==> config.mk <==
export PLATFORM = sky130hd
export DESIGN_NAME = hps_csr_bridge
export DESIGN_NICKNAME = d
export VERILOG_FILES = /design/src/csr_bridge_pkg.sv /design/src/hps_rx_sample.sv /design/src/csr_wr_fsm.sv /design/src/csr_rd_fsm.sv /design/src/hps_csr_bridge.sv
export SDC_FILE = /design/constraint.sdc
export NUM_CORES = 1
export LEC_CHECK = 0
export ABC_CLOCK_PERIOD_IN_PS = 3390
export BUFFER_PORTS_ARGS = -buffer_cell sky130_fd_sc_hd__buf_4
export CORE_MARGIN = 2
export CORE_UTILIZATION = 45
export CTS_CLUSTER_DIAMETER = 50
export DETAILED_ROUTE_END_ITERATION = 7
export GPL_TIMING_DRIVEN = 0
export HOLD_SLACK_MARGIN = 0.02
export PLACE_DENSITY = 0.83
export SYNTH_ARGS = -nofsm -noshare
export SYNTH_HDL_FRONTEND = slang
export SYNTH_SLANG_ARGS = --single-unit
==> constraint.sdc <==
create_clock -name clk -period 3.39 [get_ports clk]
set_clock_uncertainty 0.05 [all_clocks]
set_input_delay 0.8475 -clock clk [delete_from_list [all_inputs] [get_ports clk]]
set_output_delay 0.8475 -clock clk [all_outputs]
set_load 0.05 [all_outputs]
==> src/csr_bridge_pkg.sv <==
package csr_bridge_pkg;

   // --------------------------------------------------
   // Bus and CSR widths
   // --------------------------------------------------
   localparam int axi_addr_width = 21;
   localparam int data_width     = 32;
   localparam int strb_width     = data_width / 8;
   localparam int id_width       = 4;
   localparam int csr_addr_width = 16;   // Low part of the AXI address

   // Decoded CSR addresses
   localparam logic [csr_addr_width-1:0] csr_addr_ctrl = 16'h0150;
   localparam logic [csr_addr_width-1:0] csr_addr_stat = 16'h0154;
   localparam logic [csr_addr_width-1:0] csr_addr_cfg  = 16'h0158;   // Top of window

   // --------------------------------------------------
   // Channel payloads
   // --------------------------------------------------
   typedef struct packed {
      logic [axi_addr_width-1:0] addr;
      logic [id_width-1:0]       id;
   } aw_req_t;

   typedef aw_req_t ar_req_t;   // Read address has the same layout

   typedef struct packed {
      logic [data_width-1:0] data;
      logic [strb_width-1:0] strb;
   } w_req_t;

   typedef struct packed {
      logic [id_width-1:0] id;
   } b_rsp_t;

   typedef struct packed {
      logic [data_width-1:0] data;
      logic [id_width-1:0]   id;
   } r_rsp_t;

   typedef struct packed {
      logic [csr_addr_width-1:0] addr;
      logic [data_width-1:0]     data;
      logic [strb_width-1:0]     strb;
   } csr_wr_t;

   // Abort sources shared by both channel FSMs
   typedef struct packed {
      logic       cpl_err;
      logic       fifo_err;
      logic [1:0] tx_bresp;   // Nonzero means a failed transmit write
   } err_in_t;

   function automatic logic err_active(input err_in_t e);
      return e.cpl_err || e.fifo_err || (e.tx_bresp != 2'b00);
   endfunction

endpackage

==> src/hps_rx_sample.sv <==
`timescale 1ns/100ps

// One entry register stage for an AXI request channel
module hps_rx_sample #(
   parameter type payload_t = logic
) (
   input  logic     clk,
   input  logic     rst_n,
   input  logic     valid,
   input  payload_t payload,
   output logic     valid_q,
   output payload_t payload_q
);

   // --------------------------------------------------
   // Sample every cycle, FSMs only look at these copies
   // --------------------------------------------------
   always_ff @(posedge clk or negedge rst_n)
   begin
      if (!rst_n)
      begin
         valid_q   <= 1'b0;
         payload_q <= '0;
      end
      else
      begin
         valid_q   <= valid;
         payload_q <= payload;   // Taken regardless of valid
      end
   end

endmodule

==> src/csr_wr_fsm.sv <==
`timescale 1ns/100ps

module csr_wr_fsm (
   input  logic                    clk,
   input  logic                    rst_n,
   input  csr_bridge_pkg::err_in_t err,
   input  logic                    aw_valid_q,
   input  csr_bridge_pkg::aw_req_t aw_q,
   input  logic                    w_valid_q,
   input  csr_bridge_pkg::w_req_t  w_q,
   output logic                    awready,
   output logic                    wready,
   input  logic                    bready,
   output logic                    bvalid,
   output csr_bridge_pkg::b_rsp_t  b,
   output logic                    csr_wen,
   output csr_bridge_pkg::csr_wr_t csr_wr
);

   typedef enum logic [2:0] {
      wr_idle      = 3'd0,
      wr_addr_rdy  = 3'd1,   // awready pulse
      wr_data_wait = 3'd2,
      wr_data_rdy  = 3'd3,   // wready and CSR write
      wr_resp      = 3'd4
   } wr_state_t;

   wr_state_t                                 state;
   wr_state_t                                 nstate;
   logic [csr_bridge_pkg::csr_addr_width-1:0] awaddr_q;
   logic [csr_bridge_pkg::id_width-1:0]       awid_q;
   logic                                      wr_hit;

   // --------------------------------------------------
   // State register and next state
   // --------------------------------------------------
   always_ff @(posedge clk or negedge rst_n)
   begin
      if (!rst_n)
      begin
         state <= wr_idle;
      end
      else
      begin
         state <= nstate;
      end
   end

   always_comb
   begin
      nstate = state;
      if (csr_bridge_pkg::err_active(err))   // Abort from any error source
      begin
         nstate = wr_idle;
      end
      else
      begin
         case (state)
            wr_idle      : nstate = aw_valid_q ? wr_addr_rdy : wr_idle;
            wr_addr_rdy  : nstate = wr_data_wait;
            wr_data_wait : nstate = w_valid_q ? wr_data_rdy : wr_data_wait;
            wr_data_rdy  : nstate = wr_resp;
            wr_resp      : nstate = bready ? wr_idle : wr_resp;
            default      : nstate = wr_idle;
         endcase
      end
   end

   // Address and ID kept for the whole transaction
   always_ff @(posedge clk)
   begin
      if (aw_valid_q && awready)
      begin
         awaddr_q <= aw_q.addr[csr_bridge_pkg::csr_addr_width-1:0];
         awid_q   <= aw_q.id;
      end
   end

   // Only ctrl and cfg are writable
   assign wr_hit = (awaddr_q == csr_bridge_pkg::csr_addr_ctrl) ||
                   (awaddr_q == csr_bridge_pkg::csr_addr_cfg);

   // --------------------------------------------------
   // Outputs, registered from the next state
   // --------------------------------------------------
   always_ff @(posedge clk or negedge rst_n)
   begin
      if (!rst_n)
      begin
         awready <= 1'b0;
         wready  <= 1'b0;
         bvalid  <= 1'b0;
         b       <= '0;
         csr_wen <= 1'b0;
         csr_wr  <= '0;
      end
      else
      begin
         awready <= (nstate == wr_addr_rdy);
         wready  <= (nstate == wr_data_rdy);
         bvalid  <= (nstate == wr_resp);
         b.id    <= (nstate == wr_resp) ? awid_q : '0;   // Held while bready is low
         csr_wen <= (nstate == wr_data_rdy) && wr_hit;
         if (nstate == wr_data_rdy)
         begin
            csr_wr.addr <= awaddr_q;
            csr_wr.data <= w_q.data;
            csr_wr.strb <= w_q.strb;
         end
         else
         begin
            csr_wr <= '0;
         end
      end
   end

endmodule

==> src/csr_rd_fsm.sv <==
`timescale 1ns/100ps

module csr_rd_fsm #(
   parameter int csr_rd_latency = 1
) (
   input  logic                                      clk,
   input  logic                                      rst_n,
   input  csr_bridge_pkg::err_in_t                   err,
   input  logic                                      ar_valid_q,
   input  csr_bridge_pkg::ar_req_t                   ar_q,
   output logic                                      arready,
   input  logic                                      rready,
   output logic                                      rvalid,
   output csr_bridge_pkg::r_rsp_t                    r,
   output logic                                      csr_ren,
   output logic [csr_bridge_pkg::csr_addr_width-1:0] csr_raddr,
   input  logic [csr_bridge_pkg::data_width-1:0]     csr_rdata
);

   // Wait counter runs 0 .. csr_rd_latency-1
   localparam int cnt_width = (csr_rd_latency > 1) ? $clog2(csr_rd_latency) : 1;
   localparam logic [cnt_width-1:0] cnt_last = cnt_width'(csr_rd_latency - 1);

   typedef enum logic [2:0] {
      rd_idle      = 3'd0,
      rd_addr_rdy  = 3'd1,   // arready pulse
      rd_csr_en    = 3'd2,   // CSR read strobe
      rd_data_wait = 3'd3,
      rd_resp      = 3'd4
   } rd_state_t;

   rd_state_t                                 state;
   rd_state_t                                 nstate;
   logic [cnt_width-1:0]                      wait_cnt;
   logic [csr_bridge_pkg::csr_addr_width-1:0] araddr_q;
   logic [csr_bridge_pkg::id_width-1:0]       arid_q;
   logic [csr_bridge_pkg::data_width-1:0]     rdata_sel;

   function automatic logic rd_hit(input logic [csr_bridge_pkg::csr_addr_width-1:0] addr);
      return (addr == csr_bridge_pkg::csr_addr_ctrl) ||
             (addr == csr_bridge_pkg::csr_addr_stat) ||
             (addr == csr_bridge_pkg::csr_addr_cfg);
   endfunction

   // --------------------------------------------------
   // State register, wait count and next state
   // --------------------------------------------------
   always_ff @(posedge clk or negedge rst_n)
   begin
      if (!rst_n)
      begin
         state    <= rd_idle;
         wait_cnt <= '0;
      end
      else
      begin
         state    <= nstate;
         wait_cnt <= (state == rd_data_wait) ? wait_cnt + cnt_width'(1) : '0;
      end
   end

   always_comb
   begin
      nstate = state;
      if (csr_bridge_pkg::err_active(err))
      begin
         nstate = rd_idle;
      end
      else
      begin
         case (state)
            rd_idle      : nstate = ar_valid_q ? rd_addr_rdy : rd_idle;
            rd_addr_rdy  : nstate = rd_csr_en;
            rd_csr_en    : nstate = rd_data_wait;
            rd_data_wait : nstate = (wait_cnt == cnt_last) ? rd_resp : rd_data_wait;
            rd_resp      : nstate = rready ? rd_idle : rd_resp;
            default      : nstate = rd_idle;
         endcase
      end
   end

   always_ff @(posedge clk)
   begin
      if (ar_valid_q && arready)
      begin
         araddr_q <= ar_q.addr[csr_bridge_pkg::csr_addr_width-1:0];
         arid_q   <= ar_q.id;
      end
   end

   // All ones above the window, zero for holes below it
   assign rdata_sel = (araddr_q > csr_bridge_pkg::csr_addr_cfg) ? '1 :
                      rd_hit(araddr_q) ? csr_rdata : '0;

   // --------------------------------------------------
   // Outputs
   // --------------------------------------------------
   always_ff @(posedge clk or negedge rst_n)
   begin
      if (!rst_n)
      begin
         arready   <= 1'b0;
         rvalid    <= 1'b0;
         r         <= '0;
         csr_ren   <= 1'b0;
         csr_raddr <= '0;
      end
      else
      begin
         arready <= (nstate == rd_addr_rdy);
         rvalid  <= (nstate == rd_resp);
         // Address phase still held by the host here
         csr_ren   <= (nstate == rd_csr_en) &&
                      rd_hit(ar_q.addr[csr_bridge_pkg::csr_addr_width-1:0]);
         csr_raddr <= (nstate == rd_csr_en) ?
                      ar_q.addr[csr_bridge_pkg::csr_addr_width-1:0] : '0;
         if (nstate != rd_resp)
         begin
            r <= '0;
         end
         else if (state != rd_resp)   // Load once, hold under back-pressure
         begin
            r.data <= rdata_sel;
            r.id   <= arid_q;
         end
      end
   end

endmodule

==> src/hps_csr_bridge.sv <==
`timescale 1ns/100ps

module hps_csr_bridge #(
   parameter int csr_rd_latency = 1
) (
   input  logic                                      clk,
   input  logic                                      rst_n,
   // Write address
   input  logic                                      awvalid,
   input  csr_bridge_pkg::aw_req_t                   aw,
   output logic                                      awready,
   // Write data
   input  logic                                      wvalid,
   input  csr_bridge_pkg::w_req_t                    w,
   output logic                                      wready,
   // Write response
   input  logic                                      bready,
   output logic                                      bvalid,
   output csr_bridge_pkg::b_rsp_t                    b,
   // Read address
   input  logic                                      arvalid,
   input  csr_bridge_pkg::ar_req_t                   ar,
   output logic                                      arready,
   // Read data
   input  logic                                      rready,
   output logic                                      rvalid,
   output csr_bridge_pkg::r_rsp_t                    r,
   // CSR block
   output logic                                      csr_wen,
   output csr_bridge_pkg::csr_wr_t                   csr_wr,
   output logic                                      csr_ren,
   output logic [csr_bridge_pkg::csr_addr_width-1:0] csr_raddr,
   input  logic [csr_bridge_pkg::data_width-1:0]     csr_rdata,
   input  csr_bridge_pkg::err_in_t                   err
);

   logic                    aw_valid_q;
   logic                    w_valid_q;
   logic                    ar_valid_q;
   csr_bridge_pkg::aw_req_t aw_q;
   csr_bridge_pkg::w_req_t  w_q;
   csr_bridge_pkg::ar_req_t ar_q;

   // --------------------------------------------------
   // Entry registers
   // --------------------------------------------------
   hps_rx_sample #(.payload_t(csr_bridge_pkg::aw_req_t)) aw_sample (
      .clk(clk), .rst_n(rst_n), .valid(awvalid), .payload(aw),
      .valid_q(aw_valid_q), .payload_q(aw_q)
   );

   hps_rx_sample #(.payload_t(csr_bridge_pkg::w_req_t)) w_sample (
      .clk(clk), .rst_n(rst_n), .valid(wvalid), .payload(w),
      .valid_q(w_valid_q), .payload_q(w_q)
   );

   hps_rx_sample #(.payload_t(csr_bridge_pkg::ar_req_t)) ar_sample (
      .clk(clk), .rst_n(rst_n), .valid(arvalid), .payload(ar),
      .valid_q(ar_valid_q), .payload_q(ar_q)
   );

   // Write and read channels run independently
   csr_wr_fsm wr_fsm (
      .clk(clk), .rst_n(rst_n), .err(err),
      .aw_valid_q(aw_valid_q), .aw_q(aw_q), .w_valid_q(w_valid_q), .w_q(w_q),
      .awready(awready), .wready(wready), .bready(bready), .bvalid(bvalid), .b(b),
      .csr_wen(csr_wen), .csr_wr(csr_wr)
   );

   csr_rd_fsm #(.csr_rd_latency(csr_rd_latency)) rd_fsm (
      .clk(clk), .rst_n(rst_n), .err(err),
      .ar_valid_q(ar_valid_q), .ar_q(ar_q), .arready(arready),
      .rready(rready), .rvalid(rvalid), .r(r),
      .csr_ren(csr_ren), .csr_raddr(csr_raddr), .csr_rdata(csr_rdata)
   );

endmodule

# ---- Word level (Yosys, flattened, before mapping)
# Index checks and enable logic that the tools add are counted.
dict set report word_totals {
  reg_bits 241
  in_bits 129
}
dict set report classes {
  add_sub_neg 1
  n_lt_le_gt_ge 1
  n_eq_ne 24
  n_mux 18
  reduce_logical 15
}
# cell count
set op_table {}
lappend op_table {{$eq 16x9->1 const B} 8}
lappend op_table {{$mux 36} 2}
lappend op_table {{$mux 32} 2}
lappend op_table {{$mux 52} 1}
lappend op_table {{$pmux 3 s5} 2}
lappend op_table {{$eq 3x2->1 const B} 6}
lappend op_table {{$gt 16x9->1 const B} 1}
lappend op_table {{$mux 16} 1}
lappend op_table {{$mux 3} 5}
lappend op_table {{$eq 3x1->1 const B} 4}
lappend op_table {{$eq 3x3->1 const B} 4}
lappend op_table {{$logic_or 1x1->1} 7}
lappend op_table {{$logic_not 3->1} 2}
lappend op_table {{$ne 3x3->1 const B} 2}
lappend op_table {{$logic_and 1x1->1} 4}
lappend op_table {{$mux 1} 4}
lappend op_table {{$mux 4} 1}
lappend op_table {{$reduce_bool 2->1} 2}
lappend op_table {{$add 1x1->1 const B} 1}

# ---- Depth between registers and ports, before layout
# Gate-level depths: netlist of the first run.
dict set report depth {
  depth_word 7
  depth_mapped 7
}

# ---- Hierarchy
# From an unflattened synthesis of the first run, not the netlist that was laid out.
dict set report unflattened {
  cells_unflattened 477
  area_unflattened_um2 8094.0
}
# module instances cells_per_inst area_per_inst_um2
set by_module_without_submodules {}
lappend by_module_without_submodules {csr_rd_fsm 1 222 3145.5}
lappend by_module_without_submodules {csr_wr_fsm 1 166 2721.4}
lappend by_module_without_submodules {{hps_rx_sample at ar_sample ...} 2 26 650.6}
lappend by_module_without_submodules {{hps_rx_sample at w_sample} 1 37 925.9}

# ---- Worst setup path before layout of the first run
# Ideal clock, no wire load.
dict set report synth_path {
  kind {input to register}
  from {in err[2] in the netlist's numbering}
  to {reg, netlist name rd_fsm.r[30]}
  setup_ns 0.067
  t_arrival_ns 2.442
  setup_slack_ns 0.831
  stages 6
  path_cell_list {or4_4 -> buf_6 -> or3_4 -> nor3_4 -> buf_6 -> a221o_1}
}
dict set report synth_via {
  elab_chain_cells 5
}
# item line_no
set synth_lines {}
lappend synth_lines {{from (decl)} hps_csr_bridge.sv:34} ;# input csr_bridge_pkg::err_in_t err
lappend synth_lines {{$logic_or 1x1->1 (*) (2 in a row)} csr_bridge_pkg.sv:55} ;# return e.cpl_err || e.fifo_err || (e.tx_bresp != 2'b00);
lappend synth_lines {{$mux 3 (*)} csr_rd_fsm.sv:65} ;# if (csr_bridge_pkg::err_active(err))
lappend synth_lines {{$ne 3x3->1 (*)} csr_rd_fsm.sv:117} ;# if (nstate != rd_resp)
lappend synth_lines {{$mux 36 or $reduce_bool 2->1 (tied branches)} --}
# Every way passes the cells marked *; elsewhere a longest branch is shown, timed or not.
# A chain may end at the register's enable or synchronous reset.

# ---- Worst setup path in the final report of the first run
dict set report layout_path {
  from {in err[2] in the netlist's numbering}
  to {reg rd_fsm.csr_raddr[8] in the netlist's numbering}
}
dict set report layout_via {
  elab_chain_cells 5
}
# item line_no
set layout_lines {}
lappend layout_lines {{$logic_or 1x1->1 (2 in a row)} csr_bridge_pkg.sv:55}
lappend layout_lines {{$mux 3} csr_rd_fsm.sv:65}
lappend layout_lines {{$eq 3x2->1} csr_rd_fsm.sv:115} ;# csr_raddr <= (nstate == rd_csr_en) ?
lappend layout_lines {{$mux 16} csr_rd_fsm.sv:115}
lappend layout_lines {{to (signal assigned)} csr_rd_fsm.sv:115}
lappend layout_lines {{to (decl)} csr_rd_fsm.sv:16} ;# output logic [csr_bridge_pkg::csr_addr_width-1:0] csr_raddr,
# No other way between the ends.

==> key figures, run 1 <==
Outcome
  • Status: finished, final reports clean

Synthesis
  • Post-Syn Instances: about 430
  • Top cells by count, synth: dfrtp_1 (201), and2_1 (74), edfxtp_1 (40)
  • Top cells by area, synth: dfrtp_1 (66%), edfxtp_1 (16%), and2_1 (6.1%), a221o_1 (3.6%), a211o_1 (0.69%)
  • Top FF cell, synth: dfrtp_1
  • Post-synth EDFFs: 40
  • Mean post-synth cell area: 17.8 sq um
  • Share of the synthesized area in the top cell type: about two thirds
  • Cell Area, Synth: about 7600 sq um
  • Post-synthesis sequential area ratio: a little over 80%
  • Synth warn: 0
  • Most frequent cell after synthesis: dfrtp_1
  • Netlist cell types: 37
  • Post-synth top area cell: dfrtp_1
  • Syn_nets: roughly 560
  • Post-synthesis register bit count: 241
  • FFs w/ async S/R, synth: between 80% and 90%

Timing
  • Worst rel slew slack: 36.5%
  • Setup repair after global routing missed its margin: no
  • Worst-margin pin slew: approximately 0.94 ns
  • Sum Neg Setup Slack: 0 ns
  • Fin. Hold Viols: 0
  • Final setup margin: between 0.7 and 0.8 ns
  • Final Setup Violations: 0
  • Fin crit period: ~2.6 ns
  • Max Slew Vio Count: 0
  • Fin crit share: ~78%
  • Fmax: approximately 380 MHz

Job
  • Max Cap Violations: 0

Routing
  • DRC Markers: 0
  • DR vias/cell: roughly 4.8
  • Antenna Nets Post-Route: 0
  • Drt first-iter violations: 168
  • Via Count: 4426
  • Wirelength, routed: 15300 um
  • DR pass1 iterations: 6
  • Avg WL per Cell: 16.5 um

Floorplan
  • Top Ports: between 200 and 250
  • Initial core utilization: between 40 and 50%
  • Full die area: between 15000 and 20000 sq um
  • DIE WIDTH: between 100 and 150 um
  • Std-Cell Rows: 47
  • CORE AREA: about 17000 sq um
  • Die Y: approximately 130 um

Placement
  • Place WS: roughly 0.26 ns
  • Number of port buffers: 233
  • GP Congestion: 0.772
  • DP HPWL: 11000 um

Setup path
  • Worst reg2reg path startpoint: rd_fsm.araddr_q[7]
  • Setup slack, reg-to-reg: 1.05 ns
  • Critical Path Start: err[2]
  • Critical path fanouts, max: 10
  • Reg2Reg Depth: 6
  • Setup crit start kind: primary input
  • R2R Path End: rd_fsm.r[32]
  • Critical Path AT: 3.02 ns
  • WP data required: between 3 and 4 ns
  • Critical setup path kind: primary input to flop
  • CP Capture Type: flop

Pwr
  • PD cells: between 500 and 600 nW/um^2
  • Pwr Total: slightly below 6 mW
  • Peak supply drop: 0.675 mV
  • LEAKAGE: around 5.2 nW

Clock network
  • Clock Latency Late Sink: about 0.50 ns
  • Clk root buf: clkbuf_16
  • CTS clk-pin slew, worst paths: 0.06 ns
  • Count of clock tree sinks: 241
  • Post-CTS resize count: 0
  • Post-CTS Hold Buffers: 0
  • CTS buffer count: 25
  • CTS max path bufs: 3
  • CTS H-tree lvls: 1
  • CTS tree: built
  • Post-CTS Setup Bufs: 0

GRT
  • Total GRT Usage: between 10% and 20%
  • First-pass GRT wire length: approximately 24000 um
  • Vias in the first global route: 4807
  • Pin count of the biggest net entering global routing: ~120
  • Initial antenna violation count: 0
  • GRT overflow: 0

Cells and area
  • Fillers: about 1200
  • Area delta synth->final: 38.3%
  • Layout cells sized above 1: 41.8%
  • Nets: between 800 and 900

Min path
  • Hold Path Class: primary input to async pin
## worst max-delay path by stage
stage / end / slack [ns] / cells past startpoint
6_report: rd_fsm.csr_raddr[8] / 0.75 / 7
5_1_grt: rd_fsm.csr_raddr[4] / 0.65 / 7
4_1_cts: rd_fsm.csr_raddr[4] / 0.78 / 7
3_5_place_dp: rd_fsm.csr_raddr[4] / 0.26 / 7
3_3_place_gp: wr_fsm.csr_wr[36] / 0.29 / 6
2_1_floorplan: rd_fsm.r[30] / 0.83 / 6
## kinds of logic (layout without fill, tap and decap cells)
group | Yosys count | in the layout | share of synthesized area (%)
AND/OR/NAND/NOR | 112 | 112 | 10.0
AO/OA/AOI/OAI | 53 | 53 | 6.21
flip-flops | 241 | 241 | 82.2
XOR/XNOR | 1 | 1 | 0.116
buffers and inverters | 19 | 298 | 1.42
other | 0 | 1 | 0
## sequential cells by signal, indices dropped and copies added (netlist names), 3 cells and up
signal,count
ar_sample.payload_q,20
aw_sample.payload_q,20
rd_fsm.araddr_q,16
rd_fsm.arid_q,4
rd_fsm.csr_raddr,16
rd_fsm.r,36
rd_fsm.state,3
w_sample.payload_q,36
wr_fsm.awaddr_q,16
wr_fsm.awid_q,4
wr_fsm.b,4
wr_fsm.csr_wr,52
wr_fsm.state,3
## metrics by stage
stage                     hold slack, ns  util, %  std cells  instance area [sq um]
final                              0.267     63.4        926                  10500
after detailed placement           0.354     58.3        880                   9640
after CTS                          0.276     63.4        925                  10500
after floorplan                    0.351        -        426                   7580
after global routing               0.305     63.4        925                  10500
after global placement             0.354     58.1        879                   9600
## layout make-up
cell class	count	area [sq um]	area share [%]
sequential	241	6230	59.5
timing repair buffer	234	1780	17.0
multi-input combinational	166	1240	11.8
clock buffer	33	706	6.74
tap	220	275	2.63
clock inverter	12	131	1.25
buffer	17	100	0.955
inverter	2	7.51	0.0717
antenna	1	2.50	0.0239
## critical path: stages
cell and delay [ns]:
buf_4 0.11, or4_4 0.53, buf_6 0.16, buf_2 0.18, nor4b_2 0.63, clkbuf_1 0.38
and2_1 0.20
## where the power goes
| part | switching [mW] | internal (mW) |
|---|---|---|
| registers | 0.0180 | 3.00 |
| logic | 0.0719 | 0.0936 |
| clock network | 1.06 | 1.63 |
| total | 1.15 | 4.72 |
## routing by layer
| layer | up-vias | global-route usage (%) | wire [um] | part of all wire (%) |
|---|---|---|---|---|
| li1 | 2030 | - | - | - |
| met1 | 2187 | 21.2 | 5940 | 39 |
| met2 | 180 | 29.2 | 7660 | 50 |
| met3 | 29 | 5.48 | 1380 | 9.0 |
| met4 | 0 | 5.02 | 308 | 2.0 |
| met5 | - | 0 | 0 | 0 |
## cell usage in the layout (no fill, tap or decap), types with 2 or more instances in the layout
| cell type | Yosys | routed |
|---|---|---|
| a2111oi_0 | 2 | 2 |
| a211o_1 | 6 | 6 |
| a21o_1 | 5 | 5 |
| a21oi_1 | 6 | 6 |
| a221o_1 | 27 | 27 |
| a22o_1 | 4 | 4 |
| and2_1 | 74 | 74 |
| and4_1 | 2 | 2 |
| buf_2 | 5 | 5 |
| buf_4 | 0 | 232 |
| buf_6 | 4 | 4 |
| bufinv_16 | 0 | 2 |
| clkbuf_1 | 8 | 11 |
| clkbuf_16 | 0 | 25 |
| clkbuf_8 | 0 | 5 |
| clkinv_2 | 0 | 5 |
| dfrtp_1 | 201 | 201 |
| edfxtp_1 | 40 | 40 |
| inv_1 | 2 | 2 |
| inv_8 | 0 | 3 |
| nand2_1 | 2 | 2 |
| nand2b_1 | 3 | 3 |
| nand3b_1 | 2 | 2 |
| nand4bb_1 | 2 | 2 |
| nor2b_1 | 3 | 3 |
| nor3_1 | 6 | 6 |
| nor4_1 | 2 | 2 |
| nor4b_1 | 2 | 2 |
| or4b_2 | 4 | 4 |
Note: power is estimated with default switching activity, not from simulation.
==> run 2: changes to the inputs <==
ABC_AREA = 1   (was default)
ABC_CLOCK_PERIOD_IN_PS = 2160   (was 3390)
PLACE_DENSITY = 0.85   (was 0.83)
clock period = 2.16 ns   (was 3.39 ns; I/O delays follow)
==> key figures, run 2 <==
Pwr
  • Peak supply drop: roughly 0.8 mV
  • Pwr Total: 9.43 mW
  • PD cells: roughly 850 nW/um^2
  • LEAKAGE: 5.82 nW

Setup path
  • Setup crit start kind: flop
  • Critical setup path kind: flop to flop
  • WP data required: between 2 and 3 ns
  • CP Capture Type: flop
  • Critical Path AT: roughly 2.1 ns
  • Critical path fanouts, max: 10

Clock network
  • CTS tree: built
  • Clk root buf: clkbuf_16
  • Count of clock tree sinks: roughly 240
  • CTS clk-pin slew, worst paths: ~0.060 ns
  • Post-CTS resize count: 0
  • CTS buffer count: 25
  • Clock Latency Late Sink: 0.51 ns
  • CTS H-tree lvls: 1
  • Post-CTS Setup Bufs: 0
  • CTS max path bufs: 3
  • Post-CTS Hold Buffers: 1

Timing
  • Fin crit period: between 1.5 and 2 ns
  • Fin crit share: about four fifths
  • Setup repair after global routing missed its margin: no
  • Hold slack: about 0.087 ns
  • Worst rel slew slack: a little under half
  • Fin. Hold Viols: 0
  • Final Setup Violations: 0
  • Max Slew Vio Count: 0
  • Fmax: about 570 MHz
  • Worst-margin pin slew: roughly 0.79 ns

Synthesis
  • Top cells by area, synth: dfrtp_1 (62%), edfxtp_1 (15%), nand2_1 (5.8%), nand3_1 (4.3%), inv_1 (4.2%)
  • Post-synth top area cell: dfrtp_1
  • Top cells by count, synth: dfrtp_1 (201), nand2_1 (125), inv_1 (91)
  • Share of the synthesized area in the top cell type: approximately 62%
  • Syn_nets: 800
  • FFs w/ async S/R, synth: 83.4%
  • Post-Syn Instances: ~670
  • Post-synthesis sequential area ratio: between 70% and 80%
  • Cell Area, Synth: around 8000 sq um
  • Post-synthesis register bit count: about 240
  • Netlist cell types: 26
  • Top FF cell, synth: dfrtp_1
  • Synth warn: 0
  • Mean post-synth cell area: 12.1 sq um
  • Most frequent cell after synthesis: dfrtp_1
  • Post-synth EDFFs: 40

Routing
  • DR vias/cell: approximately 4.6
  • Wirelength, routed: 17900 um
  • Via Count: approximately 5500
  • DRC Markers: 0
  • Antenna Nets Post-Route: 0
  • Avg WL per Cell: between 15 and 20 um
  • DR pass1 iterations: 5
  • Drt first-iter violations: 266

Floorplan
  • Std-Cell Rows: 49
  • CORE AREA: about 18000 sq um
  • DIE WIDTH: between 100 and 150 um
  • Initial core utilization: approximately 46%
  • Top Ports: between 200 and 250
  • Full die area: 19100 sq um
  • Die Y: roughly 140 um

Cells and area
  • Finished Layout Cells: between 1000 and 1500
  • Area delta synth->final: 36.3%
  • Largest Register: wr_fsm.csr_wr
  • Layout cells sized above 1: approximately 33%
  • N_diodes: 0
  • Largest registers: wr_fsm.csr_wr x52, rd_fsm.r x36, w_sample.payload_q x36
  • Most common cell after layout, fill and taps aside: buf_4
  • Fillers: roughly 1400
  • Largest register FFs: 52
  • Fin util: roughly 62%
  • Commonest non-fill, non-tap cells in the layout: buf_4 (239), dfrtp_1 (201), nand2_1 (125), inv_1 (91), nor2_1 (89)
  • Nets: between 1000 and 1500
  • Cell area after layout: 11000 sq um

Placement
  • DP HPWL: approximately 12000 um
  • DP Area: between 10000 and 15000 sq um
  • Placed cells: between 1000 and 1500
  • GP Congestion: roughly 0.8
  • Number of port buffers: approximately 230

Min path
  • Hold Path Class: primary input to flop

Job
  • Max Cap Violations: 0

GRT
  • Vias in the first global route: about 5700
  • First-pass GRT wire length: roughly 28000 um
  • Initial antenna violation count: 1
  • Pin count of the biggest net entering global routing: 120
  • GRT overflow: 0
  • Total GRT Usage: 18.6%

Outcome
  • Status: finished, final reports clean
run 2: cells by family after synthesis:
kind of cell    after synthesis  synth area share (%)
simple gates                302                  15.9
flops                       241                  77.0
compound gates                9                 0.727
buf+inv                     119                  6.34
run 2: area by class of cell:
cell class	instances	area [sq um]	area share, %
plain buffers	25	160	1.45
clock buffers	27	653	5.92
clock inverters	18	208	1.88
inverters	94	353	3.20
multi-input cells	311	1350	12.2
flip-flops and latches	241	6230	56.5
well taps	229	287	2.60
repair buffers	235	1790	16.3
run 2: routing by layer:
metal / track usage, % / up-vias / wire length, um
met5: 0 / - / 16
met4: 6.50 / 2 / 647
met3: 5.51 / 50 / 1420
met2: 33.2 / 205 / 9280
met1: 21.4 / 2632 / 6510
li1: - / 2586 / -
run 2: metrics by stage:
| stage | setup slack [ns] | TNS, ns |
|---|---|---|
| 3_5_place_dp | 0.120 | 0 |
| 2_1_floorplan | 0.611 | 0 |
| 4_1_cts | 0.411 | 0 |
| 6_report | 0.402 | 0 |
| 3_3_place_gp | -0.759 | -148.85 |
| 5_1_grt | 0.231 | 0 |
run 2: critical path, stage by stage (launching register included):
cell and delay, ns:
edfxtp_1 0.41, inv_1 0.07, nand2_1 0.06, nor2_2 0.25, nand3_1 0.11, nand3_1 0.21
buf_4 0.23, nand3_1 0.10, nand2_1 0.10, nand2_1 0.06
run 2: path summary, 6_finish.rpt:
kind / start / to / slack (ns) / cells past startpoint
setup / recovery: rd_fsm.araddr_q[7] / rd_fsm.r[29] / 0.40 / 9
hold / removal: aw[9] / aw_sample.payload_q[9] / 0.09 / 1
setup reg to reg: rd_fsm.araddr_q[7] / rd_fsm.r[29] / 0.40 / 9
hold reg to reg: aw_sample.payload_q[15] / wr_fsm.awaddr_q[11] / 0.37 / 0
max in group asynchronous: rst_n / w_sample.payload_q[20] / 0.56 / 3
min in group asynchronous: rst_n / wr_fsm.csr_wr[31] / 0.55 / 2
run 2: power by group:
| part | switching, mW | internal (mW) |
|---|---|---|
| logic | 0.138 | 0.154 |
| registers | 0.0344 | 4.70 |
| clock network | 1.73 | 2.67 |
